--- src/board_pkg.sv ---
////////////////////////////////////////////////////////////////////////////
// board pin definitions for the precision-meter front-end
// widths and bit positions of the 29-bit conditioning vector, plus the
// downstream SPI channel count and chip-select polarities
////////////////////////////////////////////////////////////////////////////
`default_nettype none

package board_pkg;

  // conditioning vector size and group widths
  localparam int cond_bits   = 29;
  // three address bits plus enable
  localparam int amux_bits   = 4;
  localparam int mon_bits    = 8;
  localparam int adc_sw_bits = 4;

  // bit positions, counted from bit 0 upward
  localparam int azmux_lsb         = 0;
  localparam int himux_lsb         = 4;
  localparam int himux2_lsb        = 8;
  localparam int pc_sw_bit         = 12;
  localparam int led_bit           = 13;
  localparam int mon_lsb           = 14;
  localparam int adc_sw_lsb        = 22;
  localparam int cmpr_latch_bit    = 26;
  localparam int meas_complete_bit = 27;
  localparam int spi_interrupt_bit = 28;

  // downstream spi ports behind the second chip select
  localparam int spi_channels = 8;
  // active cs level per channel, the 4094 strobe on channel 0 goes high
  localparam logic [spi_channels-1:0] chan_cs_active = 8'b0000_0001;

  typedef logic [cond_bits-1:0] cond_t;

endpackage

`default_nettype wire

--- src/regmap_pkg.sv ---
////////////////////////////////////////////////////////////////////////////
// register map of the MCU SPI slave
// frame layout, register addresses and output mode codes
////////////////////////////////////////////////////////////////////////////
`default_nettype none

package regmap_pkg;

  // frame is an 8-bit command followed by a 32-bit data word, msb first
  localparam int cmd_bits      = 8;
  localparam int data_bits     = 32;
  localparam int frame_bits    = cmd_bits + data_bits;
  // command msb set means read, the low seven bits are the address
  localparam int read_flag_bit = 7;

  typedef logic [data_bits-1:0] reg_word_t;

  // register addresses
  localparam logic [cmd_bits-2:0] addr_scratch = 7'd1;
  localparam logic [cmd_bits-2:0] addr_spi_mux = 7'd2;
  localparam logic [cmd_bits-2:0] addr_mode    = 7'd3;
  localparam logic [cmd_bits-2:0] addr_direct  = 7'd4;

  // conditioning source select
  localparam int mode_bits = 3;

  typedef logic [mode_bits-1:0] mode_t;

  // codes 4 to 6 are unassigned and give zeros
  localparam mode_t mode_zero        = 3'd0;
  localparam mode_t mode_ones        = 3'd1;
  localparam mode_t mode_pattern     = 3'd2;
  localparam mode_t mode_direct      = 3'd3;
  localparam mode_t mode_pattern_alt = 3'd7;

endpackage

`default_nettype wire

--- src/spi_frame_shifter.sv ---
////////////////////////////////////////////////////////////////////////////
// SPI mode 0 slave frame shifter, oversampled in the clk domain
// shifts in command and data, strobes full-length writes at deselect and
// shifts out read data on falling sck edges
////////////////////////////////////////////////////////////////////////////
`timescale 1ns/10ps
`default_nettype none

module spi_frame_shifter
  import regmap_pkg::*;
(
  input  logic                clk,
  input  logic                arst_n,
  input  logic                spi_clk,
  input  logic                spi_cs,
  input  logic                spi_mosi,
  input  reg_word_t           rd_data,
  output logic                wr_strobe,
  output logic [cmd_bits-2:0] wr_addr,
  output reg_word_t           wr_data,
  output logic [cmd_bits-2:0] rd_addr,
  output logic                dout
);

  // counter saturates one past a full frame so long frames are rejected
  localparam int cnt_bits = $clog2(frame_bits + 2);

  logic [2:0]          sck_sync;
  logic [2:0]          cs_sync;
  logic [1:0]          mosi_sync;
  logic                sck_rise;
  logic                sck_fall;
  logic                cs_rise;
  logic                cs_active;
  logic                cmd_done;
  logic [cmd_bits-1:0] cmd_word;
  logic [cnt_bits-1:0] bit_cnt;
  logic                cmd_rd;
  logic [cmd_bits-2:0] cmd_addr;
  logic                load_pending;
  logic                tx_active;
  reg_word_t           shift_in;
  reg_word_t           tx_shift;

  ////////////////////////////////////////////////////////////////////////////
  // pin synchronisers, third stage of sck and cs only for edge detection

  always_ff @(posedge clk or negedge arst_n)
  begin
    if (!arst_n)
    begin
      sck_sync  <= '0;
      cs_sync   <= '1;
      mosi_sync <= '0;
    end
    else
    begin
      sck_sync  <= {sck_sync[1:0], spi_clk};
      cs_sync   <= {cs_sync[1:0], spi_cs};
      mosi_sync <= {mosi_sync[0], spi_mosi};
    end
  end

  assign sck_rise  = sck_sync[1] & ~sck_sync[2];
  assign sck_fall  = ~sck_sync[1] & sck_sync[2];
  assign cs_rise   = cs_sync[1] & ~cs_sync[2];
  assign cs_active = ~cs_sync[1];

  // eighth rising edge completes the command byte
  assign cmd_done = cs_active & sck_rise & (bit_cnt == cnt_bits'(cmd_bits - 1));
  assign cmd_word = {shift_in[cmd_bits-2:0], mosi_sync[1]};

  ////////////////////////////////////////////////////////////////////////////
  // frame control

  always_ff @(posedge clk or negedge arst_n)
  begin
    if (!arst_n)
    begin
      bit_cnt      <= '0;
      cmd_rd       <= 1'b0;
      cmd_addr     <= '0;
      load_pending <= 1'b0;
      tx_active    <= 1'b0;
      wr_strobe    <= 1'b0;
    end
    else
    begin
      if (!cs_active)
        bit_cnt <= '0;
      else if (sck_rise && bit_cnt != cnt_bits'(frame_bits + 1))
        bit_cnt <= bit_cnt + 1'b1;

      if (cmd_done)
      begin
        cmd_rd   <= cmd_word[read_flag_bit];
        cmd_addr <= cmd_word[cmd_bits-2:0];
      end

      // rd_data follows the new rd_addr one cycle after the command
      load_pending <= cmd_done & cmd_word[read_flag_bit];

      if (!cs_active)
        tx_active <= 1'b0;
      else if (load_pending)
        tx_active <= 1'b1;

      // only an exact 40-bit write frame commits
      wr_strobe <= cs_rise & ~cmd_rd & (bit_cnt == cnt_bits'(frame_bits));
    end
  end

  ////////////////////////////////////////////////////////////////////////////
  // data shifters

  always_ff @(posedge clk)
  begin
    if (cs_active && sck_rise)
      shift_in <= {shift_in[data_bits-2:0], mosi_sync[1]};

    // msb goes out first, the falling edge after the command byte is skipped
    if (load_pending)
      tx_shift <= rd_data;
    else if (tx_active && sck_fall && bit_cnt > cnt_bits'(cmd_bits))
      tx_shift <= {tx_shift[data_bits-2:0], 1'b0};
  end

  assign wr_addr = cmd_addr;
  assign rd_addr = cmd_addr;
  assign wr_data = shift_in;

  // raw cs drops the line at once, before the synchroniser catches up
  assign dout = tx_active & ~spi_cs & tx_shift[data_bits-1];

endmodule

`default_nettype wire

--- src/control_registers.sv ---
////////////////////////////////////////////////////////////////////////////
// control register file behind the first chip select
// scratch, channel enable, mode and direct-drive registers
////////////////////////////////////////////////////////////////////////////
`timescale 1ns/10ps
`default_nettype none

module control_registers
  import regmap_pkg::*;
  import board_pkg::*;
(
  input  logic                    clk,
  input  logic                    arst_n,
  input  logic                    wr_strobe,
  input  logic [cmd_bits-2:0]     wr_addr,
  input  reg_word_t               wr_data,
  input  logic [cmd_bits-2:0]     rd_addr,
  output reg_word_t               rd_data,
  output logic [spi_channels-1:0] chan_enable,
  output mode_t                   mode,
  output cond_t                   direct
);

  reg_word_t scratch;

  ////////////////////////////////////////////////////////////////////////////
  // write side, fields keep only their own width

  always_ff @(posedge clk or negedge arst_n)
  begin
    if (!arst_n)
    begin
      scratch     <= '0;
      chan_enable <= '0;
      mode        <= mode_zero;
      direct      <= '0;
    end
    else if (wr_strobe)
    begin
      case (wr_addr)
        addr_scratch: scratch     <= wr_data;
        addr_spi_mux: chan_enable <= wr_data[spi_channels-1:0];
        addr_mode:    mode        <= wr_data[mode_bits-1:0];
        addr_direct:  direct      <= wr_data[cond_bits-1:0];
        // unimplemented address, write dropped
        default:      ;
      endcase
    end
  end

  ////////////////////////////////////////////////////////////////////////////
  // read side, zero-extended fields

  always_comb
  begin
    rd_data = '0;
    case (rd_addr)
      addr_scratch: rd_data                   = scratch;
      addr_spi_mux: rd_data[spi_channels-1:0] = chan_enable;
      addr_mode:    rd_data[mode_bits-1:0]    = mode;
      addr_direct:  rd_data[cond_bits-1:0]    = direct;
      // anything else reads as zero
      default:      rd_data                   = '0;
    endcase
  end

endmodule

`default_nettype wire

--- src/spi_port_router.sv ---
////////////////////////////////////////////////////////////////////////////
// SPI port router behind the second chip select
// fans sck and mosi out to enabled channels and muxes miso back
////////////////////////////////////////////////////////////////////////////
`timescale 1ns/10ps
`default_nettype none

module spi_port_router
  import board_pkg::*;
(
  input  logic                    spi_cs2,
  input  logic                    spi_clk,
  input  logic                    spi_mosi,
  input  logic                    reg_dout,
  input  logic [spi_channels-1:0] chan_enable,
  input  logic [spi_channels-1:0] chan_miso,
  output logic [spi_channels-1:0] chan_cs,
  output logic [spi_channels-1:0] chan_clk,
  output logic [spi_channels-1:0] chan_mosi,
  output logic                    spi_miso
);

  // channels taking part in the current transfer
  logic [spi_channels-1:0] chan_sel;

  assign chan_sel = chan_enable & {spi_channels{~spi_cs2}};

  // idle channels park clk and mosi low
  assign chan_clk  = chan_sel & {spi_channels{spi_clk}};
  assign chan_mosi = chan_sel & {spi_channels{spi_mosi}};

  // per-channel polarity, active level when selected, else its inverse
  assign chan_cs = (chan_sel & chan_cs_active) | (~chan_sel & ~chan_cs_active);

  // register file drives miso unless the router is selected
  assign spi_miso = spi_cs2 ? reg_dout : |(chan_miso & chan_enable);

endmodule

`default_nettype wire

--- src/test_pattern_gen.sv ---
////////////////////////////////////////////////////////////////////////////
// free-running conditioning test pattern, toggles every output pin
////////////////////////////////////////////////////////////////////////////
`timescale 1ns/10ps
`default_nettype none

module test_pattern_gen
  import board_pkg::*;
(
  input  logic  clk,
  input  logic  arst_n,
  output cond_t pattern
);

  // plain binary count, wraps at 2**29
  always_ff @(posedge clk or negedge arst_n)
  begin
    if (!arst_n)
      pattern <= '0;
    else
      pattern <= pattern + 1'b1;
  end

endmodule

`default_nettype wire

--- src/output_mode_select.sv ---
////////////////////////////////////////////////////////////////////////////
// conditioning output selector
// picks zeros, ones, test pattern or direct register by mode, registers
// the vector and splits it into the named board pins
////////////////////////////////////////////////////////////////////////////
`timescale 1ns/10ps
`default_nettype none

module output_mode_select
  import board_pkg::*;
  import regmap_pkg::*;
(
  input  logic                   clk,
  input  logic                   arst_n,
  input  mode_t                  mode,
  input  cond_t                  direct,
  input  cond_t                  pattern,
  output logic [amux_bits-1:0]   azmux,
  output logic [amux_bits-1:0]   himux,
  output logic [amux_bits-1:0]   himux2,
  output logic                   pc_sw,
  output logic                   led0,
  output logic [mon_bits-1:0]    monitor,
  output logic [adc_sw_bits-1:0] adc_sw,
  output logic                   cmpr_latch,
  output logic                   meas_complete,
  output logic                   spi_interrupt
);

  cond_t cond_next;
  cond_t cond_q;

  always_comb
  begin
    case (mode)
      mode_zero:        cond_next = '0;
      mode_ones:        cond_next = '1;
      mode_pattern:     cond_next = pattern;
      mode_pattern_alt: cond_next = pattern;
      mode_direct:      cond_next = direct;
      // spare codes hold everything off
      default:          cond_next = '0;
    endcase
  end

  // one register stage keeps the pins glitch free
  always_ff @(posedge clk or negedge arst_n)
  begin
    if (!arst_n)
      cond_q <= '0;
    else
      cond_q <= cond_next;
  end

  ////////////////////////////////////////////////////////////////////////////
  // pin split, mux groups are {en, a2, a1, a0}

  assign azmux         = cond_q[azmux_lsb +: amux_bits];
  assign himux         = cond_q[himux_lsb +: amux_bits];
  assign himux2        = cond_q[himux2_lsb +: amux_bits];
  assign pc_sw         = cond_q[pc_sw_bit];
  assign led0          = cond_q[led_bit];
  assign monitor       = cond_q[mon_lsb +: mon_bits];
  assign adc_sw        = cond_q[adc_sw_lsb +: adc_sw_bits];
  assign cmpr_latch    = cond_q[cmpr_latch_bit];
  assign meas_complete = cond_q[meas_complete_bit];
  assign spi_interrupt = cond_q[spi_interrupt_bit];

endmodule

`default_nettype wire

--- src/frontend_ctrl.sv ---
////////////////////////////////////////////////////////////////////////////
// precision-meter front-end control core
// MCU SPI slave with register file, downstream SPI port router and the
// mode-selected conditioning outputs
////////////////////////////////////////////////////////////////////////////
`timescale 1ns/10ps
`default_nettype none

module frontend_ctrl
  import board_pkg::*;
  import regmap_pkg::*;
(
  input  logic                    clk,
  input  logic                    arst_n,
  // mcu spi, cs selects registers and cs2 the router
  input  logic                    spi_clk,
  input  logic                    spi_cs,
  input  logic                    spi_cs2,
  input  logic                    spi_mosi,
  output logic                    spi_miso,
  // downstream spi channels, channel 0 is the 4094 chain
  output logic [spi_channels-1:0] chan_cs,
  output logic [spi_channels-1:0] chan_clk,
  output logic [spi_channels-1:0] chan_mosi,
  input  logic [spi_channels-1:0] chan_miso,
  // conditioning pins
  output logic [amux_bits-1:0]    azmux,
  output logic [amux_bits-1:0]    himux,
  output logic [amux_bits-1:0]    himux2,
  output logic                    pc_sw,
  output logic                    led0,
  output logic [mon_bits-1:0]     monitor,
  output logic [adc_sw_bits-1:0]  adc_sw,
  output logic                    cmpr_latch,
  output logic                    meas_complete,
  output logic                    spi_interrupt
);

  logic                    wr_strobe;
  logic [cmd_bits-2:0]     wr_addr;
  reg_word_t               wr_data;
  logic [cmd_bits-2:0]     rd_addr;
  reg_word_t               rd_data;
  logic                    reg_dout;
  logic [spi_channels-1:0] chan_enable;
  mode_t                   mode;
  cond_t                   direct;
  cond_t                   pattern;

  ////////////////////////////////////////////////////////////////////////////
  // register path

  spi_frame_shifter i_spi_frame_shifter (
    .clk       (clk),
    .arst_n    (arst_n),
    .spi_clk   (spi_clk),
    .spi_cs    (spi_cs),
    .spi_mosi  (spi_mosi),
    .rd_data   (rd_data),
    .wr_strobe (wr_strobe),
    .wr_addr   (wr_addr),
    .wr_data   (wr_data),
    .rd_addr   (rd_addr),
    .dout      (reg_dout)
  );

  control_registers i_control_registers (
    .clk         (clk),
    .arst_n      (arst_n),
    .wr_strobe   (wr_strobe),
    .wr_addr     (wr_addr),
    .wr_data     (wr_data),
    .rd_addr     (rd_addr),
    .rd_data     (rd_data),
    .chan_enable (chan_enable),
    .mode        (mode),
    .direct      (direct)
  );

  // raw pins, no clk latency through the router
  spi_port_router i_spi_port_router (
    .spi_cs2     (spi_cs2),
    .spi_clk     (spi_clk),
    .spi_mosi    (spi_mosi),
    .reg_dout    (reg_dout),
    .chan_enable (chan_enable),
    .chan_miso   (chan_miso),
    .chan_cs     (chan_cs),
    .chan_clk    (chan_clk),
    .chan_mosi   (chan_mosi),
    .spi_miso    (spi_miso)
  );

  ////////////////////////////////////////////////////////////////////////////
  // conditioning outputs

  test_pattern_gen i_test_pattern_gen (
    .clk     (clk),
    .arst_n  (arst_n),
    .pattern (pattern)
  );

  output_mode_select i_output_mode_select (
    .clk           (clk),
    .arst_n        (arst_n),
    .mode          (mode),
    .direct        (direct),
    .pattern       (pattern),
    .azmux         (azmux),
    .himux         (himux),
    .himux2        (himux2),
    .pc_sw         (pc_sw),
    .led0          (led0),
    .monitor       (monitor),
    .adc_sw        (adc_sw),
    .cmpr_latch    (cmpr_latch),
    .meas_complete (meas_complete),
    .spi_interrupt (spi_interrupt)
  );

endmodule

`default_nettype wire

--- config.mk ---
export PLATFORM = sky130hd
export DESIGN_NAME = frontend_ctrl
export DESIGN_NICKNAME = d
export VERILOG_FILES = /design/src/board_pkg.sv /design/src/regmap_pkg.sv /design/src/spi_frame_shifter.sv /design/src/control_registers.sv /design/src/spi_port_router.sv /design/src/test_pattern_gen.sv /design/src/output_mode_select.sv /design/src/frontend_ctrl.sv
export SDC_FILE = /design/constraint.sdc
export NUM_CORES = 1
export LEC_CHECK = 0
export BUFFER_PORTS_ARGS = -buffer_cell sky130_fd_sc_hd__buf_2
export CAP_MARGIN = 20
export CORE_ASPECT_RATIO = 0.7
export CORE_UTILIZATION = 55
export DETAILED_ROUTE_END_ITERATION = 10
export GPL_ROUTABILITY_DRIVEN = 0
export PLACE_DENSITY = 0.74
export SLEW_MARGIN = 15
export SYNTH_ARGS = -nofsm -noshare
export SYNTH_HDL_FRONTEND = slang
export SYNTH_SLANG_ARGS = --single-unit
--- constraint.sdc ---
create_clock -name clk -period 8.7 [get_ports clk]
set_clock_uncertainty 0.05 [all_clocks]
set_input_delay 0.435 -clock clk [delete_from_list [all_inputs] [get_ports clk]]
set_output_delay 0.435 -clock clk [all_outputs]
set_load 0.02 [all_outputs]
==> results.md, run 1 <==
* Final #Nets at around 750
* Largest net degree at the start of global routing at just over 100
* Multi-input gate area at roughly 3200 um2
* Final Cycle Share at 0.3655
* Via count at ~5600
* Min Tclk post-route at between 3 and 4 ns
* Ratio of cells with drive above 1 in the final layout at 0.2610
* Die Wd at 156.7 um
* Detailed Place HPWL at 12080 um
* Post-Syn Area at ~9200 um2
* Skew-Pair Late Insertion Delay at between 0.4 and 0.5 ns
* Register area share after synthesis at 0.6297
* Post-CTS Resized at 0
* Port bufs at 67
* CTS clk-pin slew, worst paths at roughly 0.060 ns
* Worst rel slew slack at 0.3287
* Post-synth EDFFs at 64
* Most frequent cells in the layout: 152 x dfrtp_1, 75 x nor2_1, 66 x buf_2, 64 x edfxtp_1, 48 x mux2_2
* Worst setup margin at 5.520 ns
* Max Cap Viol at 0
* # diodes at 0
* Wirelength per Cell at approximately 19 um
* First DRT Iteration DRCs at 407
* DRC at 0
* DIE AREA at approximately 17000 um2
* Worst ir drop on vdd at about 0.11 mV
* DR pass1 iterations at 5
* CTS root buffer: clkbuf_16
* Row count at 39
* # clock sinks at around 220
* Top-area cell type share of the netlist area at 0.4127
* Worst min path class: input pin to asynchronous set/reset pin
* Final Hold Viols at 16
* Status: finished, violations left
* Yosys top cell by area: dfrtp_1
* Most common cell after layout, fill and taps aside: dfrtp_1
* First-pass GRT wire length at slightly below 30000 um
* Failing checks: negative hold slack
* Pre-CTS setup slack at ~5.5 ns
* Routed Wire Length at between 15000 and 20000 um
* Placed instance area at slightly below 10000 um2
* Ys Warns at 0
* PwrDens at 188.0 nW/um2
* Hold buffers post-CTS at 0
* Synth Area per Inst at 13.76 um2
* Grt ovf at 0
* FF/Latch Area at approximately 5800 um2
* Clock Path Buffers at 3
* Post-route setup TNS at 0 ns
* Unique masters post-synth at just under 50
* Crit path capture type: flip-flop
* Flops & latches, synth at 219
* CTS tree: done
* WHS at -0.01978 ns
* H-tree depth at 1
* CP Data Arrival Time at roughly 3.5 ns
* Total Power at approximately 2 mW
* Fill cells at around 1200
* Worst Tran Pin Value at 1.007 ns
* Top cells by area, synth: dfrtp_1 41%, edfxtp_1 21%, mux2_2 5.9%, mux2_4 4.6%, nor2_1 3.1%
* Req. time, crit path at 8.99 ns
* Number of routed nets with antenna violations at 0
* Vias per cell at 5.771
* DIE HEIGHT at 110.3 um
* Endpoints failing setup at 0
* Critical Path Source Type: flip-flop
* Mapped Cells at 670
* # IOs at 68
* Finished Cell Area at roughly 10000 um2
* Post-Syn Nets at around 700
* Synth-to-layout area growth at 12.52%
* Num CTS Buffers at 21
* Starting Density at 0.5639
* Highest Clock Rate at ~0.31 GHz
* Initial antenna violation count at 0
* Setup CP Type: flip-flop to flip-flop
* Slew Viols, Final at 0
* Worst-path fanout max at 33
* Asr flop ratio synth at 0.7078
* Total track usage at 0.2237
* Prevailing post-synth register cell: dfrtp_1
* Core region area at 16350 um2
* Vias in the first global route at 5480
* RSZ-0062 raised after global routing: no
* Setup bufs post-CTS at 0
* Lkg Pwr at 4.741 nW
==> sequential cells by signal, indices dropped and copies added (netlist names), 3 cells and up <==
| register | cells |
|---|---|
| i_output_mode_select.cond_q | 29 |
| i_spi_frame_shifter.sck_sync | 3 |
| i_spi_frame_shifter.cs_sync | 3 |
| i_control_registers.mode | 3 |
| i_spi_frame_shifter.tx_shift | 32 |
| i_spi_frame_shifter.rd_addr | 7 |
| i_control_registers.direct | 29 |
| i_control_registers.chan_enable | 8 |
| i_spi_frame_shifter.wr_data | 32 |
| i_spi_frame_shifter.bit_cnt | 6 |
| i_test_pattern_gen.pattern | 29 |
| i_control_registers.scratch | 32 |
==> cells by family (layout without fill, tap and decap cells) <==
group / count (synthesis) / count (layout) / share of synthesized area
xor+xnor: 33 / 33 / 0.03136
compound gates: 85 / 85 / 0.07724
flops: 219 / 219 / 0.6297
mux: 79 / 79 / 0.1075
fa+ha+maj: 4 / 4 / 0.005430
simple gates: 199 / 199 / 0.1188
buf+inv: 51 / 128 / 0.03000
==> path summary, 6_finish.rpt <==
kind,startpoint,endpoint,slack (ns),depth (start not counted)
worst max-delay path,i_spi_frame_shifter.load_pending,i_spi_frame_shifter.tx_shift[5],5.52,4
worst min-delay path,arst_n,i_output_mode_select.cond_q[0],-0.02,1
worst max register to register,i_spi_frame_shifter.load_pending,i_spi_frame_shifter.tx_shift[5],5.52,4
worst min register to register,i_spi_frame_shifter.sck_sync[0],i_spi_frame_shifter.sck_sync[1],0.30,0
max in group asynchronous,arst_n,i_control_registers.scratch[31],7.32,2
min in group clk,spi_cs,i_spi_frame_shifter.cs_sync[0],0.02,1
==> final cells by class <==
cell class	count	share of cell area
timing repair buffer	74	0.03993
inverter	17	0.006153
clock inverter	2	0.001327
sequential	219	0.5597
clock buffer	35	0.06056
tap	225	0.02714
multi-input combinational	400	0.3052
==> per-layer routing <==
layer	vias up	part of all wire	GRT usage	wire, um
met3	27	0.061	0.04066	1119
li1	2552	-	-	-
met5	-	0	0	0
met2	173	0.44	0.3397	8033
met1	2857	0.48	0.3408	8823
met4	0	0.015	0.03992	281
==> cell usage after synthesis (2+ instances only) <==
library cell	n
clkbuf_1	16
nand4_1	18
inv_1	16
nand2_1	20
nand3_2	2
buf_6	8
a221oi_1	21
a22o_1	31
a222oi_1	5
nor4_1	3
o221ai_1	2
nor4_4	2
nor3b_1	2
dfrtp_1	152
nor2b_1	8
or2_2	2
nand2b_1	37
dfstp_2	3
and3_1	3
xnor2_1	26
mux2_2	48
mux2i_1	3
mux2_4	28
edfxtp_1	64
buf_4	5
and2_1	4
o21ai_0	7
nand3_1	14
a32oi_1	2
xor2_1	7
nor2_1	76
nor4b_4	3
a22oi_1	5
ha_1	4
o2bb2ai_1	5
buf_2	5
==> worst max-delay path: stages, from the launching register on <==
cell and delay, ns:
dfrtp_1 1.00, clkinv_1 1.00, nor3b_1 0.52, o211ai_1 0.25, o2bb2ai_1 0.20
==> per-stage QoR <==
step,util,hold slack [ns],std cells
6_report,0.6344,-0.01978,972
5_1_grt,0.6344,0.01483,972
4_1_cts,0.6341,0.01261,972
3_5_place_dp,0.5949,0.2959,935
3_3_place_gp,0.5932,0.2920,934
2_1_floorplan,-,0.08941,670
==> report_power, final <==
group / internal, mW / switching [mW] / total [mW]
logic: 0.00569 / 0.0213 / 0.0270
clock network: 0.491 / 0.362 / 0.853
registers: 1.06 / 0.00586 / 1.07
total: 1.56 / 0.389 / 1.95
Power figures use the tool's default switching activity.
==> run 2, diff against run 1 <==
--- a/config.mk
+++ b/config.mk
@@ -5,6 +5,7 @@
 export SDC_FILE = /design/constraint.sdc
 export NUM_CORES = 1
 export LEC_CHECK = 0
+export ABC_AREA = 1
 export BUFFER_PORTS_ARGS = -buffer_cell sky130_fd_sc_hd__buf_2
 export CAP_MARGIN = 20
 export CORE_ASPECT_RATIO = 0.7
==> constraint.sdc (replaced) <==
create_clock -name clk -period 3 [get_ports clk]
set_clock_uncertainty 0.05 [all_clocks]
set_input_delay 0.15 -clock clk [delete_from_list [all_inputs] [get_ports clk]]
set_output_delay 0.15 -clock clk [all_outputs]
set_load 0.02 [all_outputs]
==> run 2 against run 1 <==
The flow now finishes without violations; register-to-register slack got worse by 4.7 ns; sequential share of layout area fell by 1.3 points; global-route usage grew 3.4 points; non-clock buffer count rose by 7; design area rose by 2.3%; area after synthesis grew 1.4%; count of clock-buffer cells in the layout fell by 6; largest power group unchanged.
==> results.md, run 2 <==
* Starting Density at 0.5683
* Worst ir drop on vdd at approximately 0.38 mV
* Worst-path fanout max at 64
* Final Hold Viols at 0
* Cell breakdown of the critical path: inv_2 > nand2_1 > nor2_4 > nand2_4 > nor2_8 > o21ai_0
* # clock sinks at 219
* DIE HEIGHT at about 110 um
* Critical path's slowest cell: nor2_8
* Most numerous cell in the Yosys netlist: nand2_1
* Status: finished, final reports clean
* Synth-to-layout area growth at 13.58%
* Grt ovf at 0
* Via count at between 7000 and 8000
* Flops & latches, synth at around 220
* Post-route setup TNS at 0 ns
* DIE AREA at between 15000 and 20000 um2
* Crit path buf inv count at 1
* Req. time, crit path at ~3.3 ns
* Worst setup margin at approximately 0.82 ns
* PwrDens at ~560 nW/um2
* Final #Nets at approximately 1100
* Finished Core Util at 0.6454
* Ys Warns at 0
* First DRT Iteration DRCs at ~630
* # diodes at 0
* Initial antenna violation count at 0
* CTS tree: done
* Most common cell after layout, fill and taps aside: nand2_1
* CP Data Arrival Time at 2.47 ns
* Crit path capture type: flip-flop
* Synth Area per Inst at 9.624 um2
* CTS root buffer: clkbuf_16
* Top cells by area, synth: dfrtp_1 41%, edfxtp_1 21%, nand2_1 10%, inv_1 4.4%, nor2_1 3.5%
* Critical Path Source Type: flip-flop
* Num CTS Buffers at 22
* Skew-Pair Late Insertion Delay at 0.50 ns
* Wirelength per Cell at around 17 um
* CTS clk-pin slew, worst paths at 0.06 ns
* Highest Clock Rate at between 0.4 and 0.5 GHz
* Worst min path class: input pin to asynchronous set/reset pin
* Port bufs at 67
* Vias per cell at roughly 5.5
* Min Tclk post-route at between 2 and 2.5 ns
* Worst rel slew slack at 0.4111
* Setup bufs post-CTS at 0
* RSZ-0062 raised after global routing: no
* Die Wd at 157.8 um
* Most frequent cells in the layout: 257 x nand2_1, 152 x dfrtp_1, 110 x inv_1, 87 x nor2_1, 66 x buf_2
* Worst Tran Pin Value at approximately 0.9 ns
* Most frequent cells after synthesis: 257 x nand2_1, 152 x dfrtp_1, 110 x inv_1
* Unique masters post-synth at 33
* Setup CP Type: flip-flop to flip-flop
* Vias in the first global route at 6417
* Ratio of cells with drive above 1 in the final layout at 0.1183
* Routed Wire Length at roughly 21000 um
* Mapped Cells at around 970
* First-pass GRT wire length at ~35000 um
* WHS at 0.2302 ns
* Register area share after synthesis at 0.6211
* Row count at 39
* Clock Path Buffers at 3
* Post-synth EDFFs at between 60 and 70
* Top-area cell type share of the netlist area at 0.4070
* Lkg Pwr at 4.800 nW
* DRC at 0
* Total track usage at 0.2579
* Final non-filler cell total at 1282
* Endpoints failing setup at 0
* Asr flop ratio synth at 0.7078
* DR pass1 iterations at 5
* # IOs at between 60 and 70
* H-tree depth at 1
* Max Cap Viol at 0
* Final Cycle Share at 0.7258
* Number of routed nets with antenna violations at 0
* Cell family with most CP delay: simple AND/OR/NAND/NOR gates
* Detailed Place HPWL at 14250 um
* Post-Syn Area at slightly above 9000 um2
* Yosys top cell by area: dfrtp_1
* Prevailing post-synth register cell: dfrtp_1
* Slew Viols, Final at 0
* Worst path max stage delay at around 0.64 ns
* Pre-CTS setup slack at 0.8704 ns
* Placed insts at ~1200
* Largest net degree at the start of global routing at 82
* Post-Syn Nets at just under 1000
* Core region area at about 16000 um2
==> run 2: routing by layer <==
layer | global-route usage | share of wire | routed length [um] | vias up
li1 | - | - | - | 3331
met1 | 0.4285 | 0.50 | 10680 | 3416
met2 | 0.3468 | 0.41 | 8742 | 229
met3 | 0.05473 | 0.076 | 1630 | 29
met4 | 0.04337 | 0.014 | 302 | 0
met5 | 0 | 0 | 0 | -
==> run 2: final cells by class <==
cell class,count,area [um2]
fill,1319,5831
sequential,219,5804
timing repair buffer,81,469.2
multi-input combinational,603,2924
clock inverter,11,98.84
inverter,114,427.9
tap,225,281.5
clock buffer,29,608.1
==> run 2: path summary, 6_finish.rpt <==
path	slack [ns]	startpoint	cells after the start	end
worst max-delay path	0.82	i_spi_frame_shifter.rd_addr[1]	6	i_control_registers.scratch[8]
worst min-delay path	0.23	arst_n	2	i_spi_frame_shifter.bit_cnt[4]
worst max register to register	0.82	i_spi_frame_shifter.rd_addr[1]	6	i_control_registers.scratch[8]
worst min register to register	0.30	i_spi_frame_shifter.sck_sync[0]	0	i_spi_frame_shifter.sck_sync[1]
max in group asynchronous	1.89	arst_n	3	i_output_mode_select.cond_q[15]
min in group clk	0.26	spi_mosi	2	i_spi_frame_shifter.mosi_sync[0]
==> run 2: repair_timing <==
| action | CTS | global route |
|---|---|---|
| hold buffers | 4 | 0 |
| hold endpoints to repair | 79 | 0 |
| resized for setup | 0 | 0 |
==> run 2: cells by family (layout without fill, tap and decap cells) <==
kind of cell | after synthesis | count (layout) | synth area share
flops | 219 | 219 | 0.6211
compound gates | 145 | 145 | 0.09506
buf+inv | 149 | 235 | 0.06654
xor+xnor | 17 | 17 | 0.01593
simple gates | 437 | 437 | 0.1960
fa+ha+maj | 4 | 4 | 0.005356
==> run 2: report_power, final <==
part / switching, mW / leakage (nW) / internal (mW)
sequential: 0.0146 / 2.70 / 3.09
combinational: 0.0723 / 1.75 / 0.0203
clock: 1.11 / 0.348 / 1.59
total: 1.19 / 4.80 / 4.70
==> run 2: metrics by stage <==
stage	power, mW	area [um2]
2_1_floorplan	3.174	9345
3_3_place_gp	3.245	9867
3_5_place_dp	3.248	9867
4_1_cts	5.922	10610
5_1_grt	6.067	10610
6_report	5.892	10610
==> run 3, diff against run 2 <==
==> constraint.sdc (replaced) <==
create_clock -name clk -period 2.1 [get_ports clk]
set_clock_uncertainty 0.05 [all_clocks]
set_input_delay 0.105 -clock clk [delete_from_list [all_inputs] [get_ports clk]]
set_output_delay 0.105 -clock clk [all_outputs]
set_load 0.02 [all_outputs]
==> run 3 against run 2 <==
Critical path depth is 2 higher; combinational power is 48% higher; sequential share of layout area is 0.49 points lower; largest power group unchanged.
==> results.md, run 3 (same netlist as run 2, synthesis figures left out) <==
* Finished Core Util at 0.6512
* CTS tree: done
* Grt ovf at 0
* Crit path capture type: flip-flop
* Core region area at roughly 16000 um2
* Worst rel slew slack at 0.6178
* Final Hold Viols at 0
* Max Cap Viol at 0
* Most common cell after layout, fill and taps aside: nand2_1
* Min Tclk post-route at about 1.8 ns
* Worst Tran Pin Value at approximately 0.57 ns
* Setup CP Type: flip-flop to flip-flop
* Final Cycle Share at 0.8348
* Starting Density at 0.5683
* Placed instance area at 9992 um2
* RSZ-0062 raised after global routing: no
* Endpoints failing setup at 0
* # IOs at 68
* Via count at 6886
* Finished Cell Area at approximately 11000 um2
* Final #Nets at between 1000 and 1500
* Vias in the first global route at around 6500
* DIE HEIGHT at approximately 110 um
* Worst setup margin at between 0.3 and 0.4 ns
* Wirelength per Cell at about 16 um
* Req. time, crit path at between 2 and 2.5 ns
* Worst-path fanout max at 16
* H-tree depth at 1
* # diodes at 0
* Slew Viols, Final at 0
* # clock sinks at 219
* Routed Wire Length at about 21000 um
* Most frequent cells in the layout: 257 x nand2_1, 152 x dfrtp_1, 110 x inv_1, 87 x nor2_1, 66 x buf_2
* Port bufs at 67
* Ratio of cells with drive above 1 in the final layout at 0.1315
* CP Data Arrival Time at roughly 2.1 ns
* DIE AREA at approximately 18000 um2
* Clock Path Buffers at 3
* Number of routed nets with antenna violations at 0
* First-pass GRT wire length at 34400 um
* Pre-CTS setup slack at roughly 0.38 ns
* Worst min path class: input pin to asynchronous set/reset pin
* Lkg Pwr at ~4.8 nW
* Skew-Pair Late Insertion Delay at roughly 0.50 ns
* Post-route setup TNS at 0 ns
* Largest net degree at the start of global routing at 53
* First DRT Iteration DRCs at approximately 650
* Synth-to-layout area growth at 14.59%
* CTS clk-pin slew, worst paths at ~0.060 ns
* CTS root buffer: clkbuf_16
* Worst ir drop on vdd at 0.5644 mV
* Row count at 39
* Num CTS Buffers at 21
* Total track usage at 0.2546
* Status: finished, final reports clean
* Die Wd at around 160 um
* Detailed Place HPWL at 14000 um
* Vias per cell at about 5.3
* Highest Clock Rate at between 0.5 and 0.6 GHz
* PwrDens at 767.4 nW/um2
* Critical Path Source Type: flip-flop
* Initial antenna violation count at 0
* DRC at 0
* DR pass1 iterations at 7
* Setup bufs post-CTS at 0
## run 3: final timing paths
kind	start	end	slack [ns]	depth (start not counted)
setup / recovery	i_spi_frame_shifter.rd_addr[5]	i_control_registers.chan_enable[2]	0.35	8
hold / removal	arst_n	i_spi_frame_shifter.bit_cnt[4]	0.04	2
setup reg to reg	i_spi_frame_shifter.rd_addr[5]	i_control_registers.chan_enable[2]	0.35	8
hold reg to reg	i_spi_frame_shifter.sck_sync[0]	i_spi_frame_shifter.sck_sync[1]	0.30	0
max in group asynchronous	arst_n	i_test_pattern_gen.pattern[22]	1.35	3
min in group clk	spi_mosi	i_spi_frame_shifter.mosi_sync[0]	0.21	2
## run 3: critical path: stages, from the launching register on
cell,delay (ns)
dfrtp_1,0.39
inv_2,0.05
nand2_1,0.07
nor2_4,0.25
buf_4,0.24
nand2_2,0.09
nor2_4,0.28
nand2_1,0.12
o21a_1,0.12
## run 3: metrics by stage
stage	std cells	hold WS (ns)	power, mW
final	1290	0.03645	8.218
after global routing	1290	0.09039	8.455
after CTS	1290	0.05274	8.285
after detailed placement	1248	0.0002240	4.645
after global placement	1248	0.003944	4.643
after floorplan	971	-0.2406	4.534
## run 3: per-layer routing
metal | up-vias | GRT usage | share of wire
met5 | - | 0 | 0
met4 | 0 | 0.04984 | 0.016
met3 | 28 | 0.05473 | 0.077
met2 | 259 | 0.3413 | 0.41
met1 | 3253 | 0.4200 | 0.50
li1 | 3346 | - | -
## run 3: layout make-up
class / instances / area, um2
Clock inverter: 11 / 66.31
Sequential cell: 219 / 5804
Multi-Input combinational cell: 603 / 2924
Fill cell: 1310 / 5736
Clock buffer: 27 / 610.6
Inverter: 114 / 427.9
Timing Repair Buffer: 91 / 594.3
Tap cell: 225 / 281.5
## run 3: power breakdown
part | internal, mW | leakage, nW | switching [mW]
Combinational | 0.0348 | 1.81 | 0.102
Sequential | 4.41 | 2.70 | 0.0208
Clock | 2.07 | 0.331 | 1.58
Total | 6.51 | 4.84 | 1.71
## run 3: timing repair
item / 4_1_cts / 5_1_grt
resized for setup: 0 / 0
hold buffers: 4 / 0
hold endpoints to repair: 158 / 0
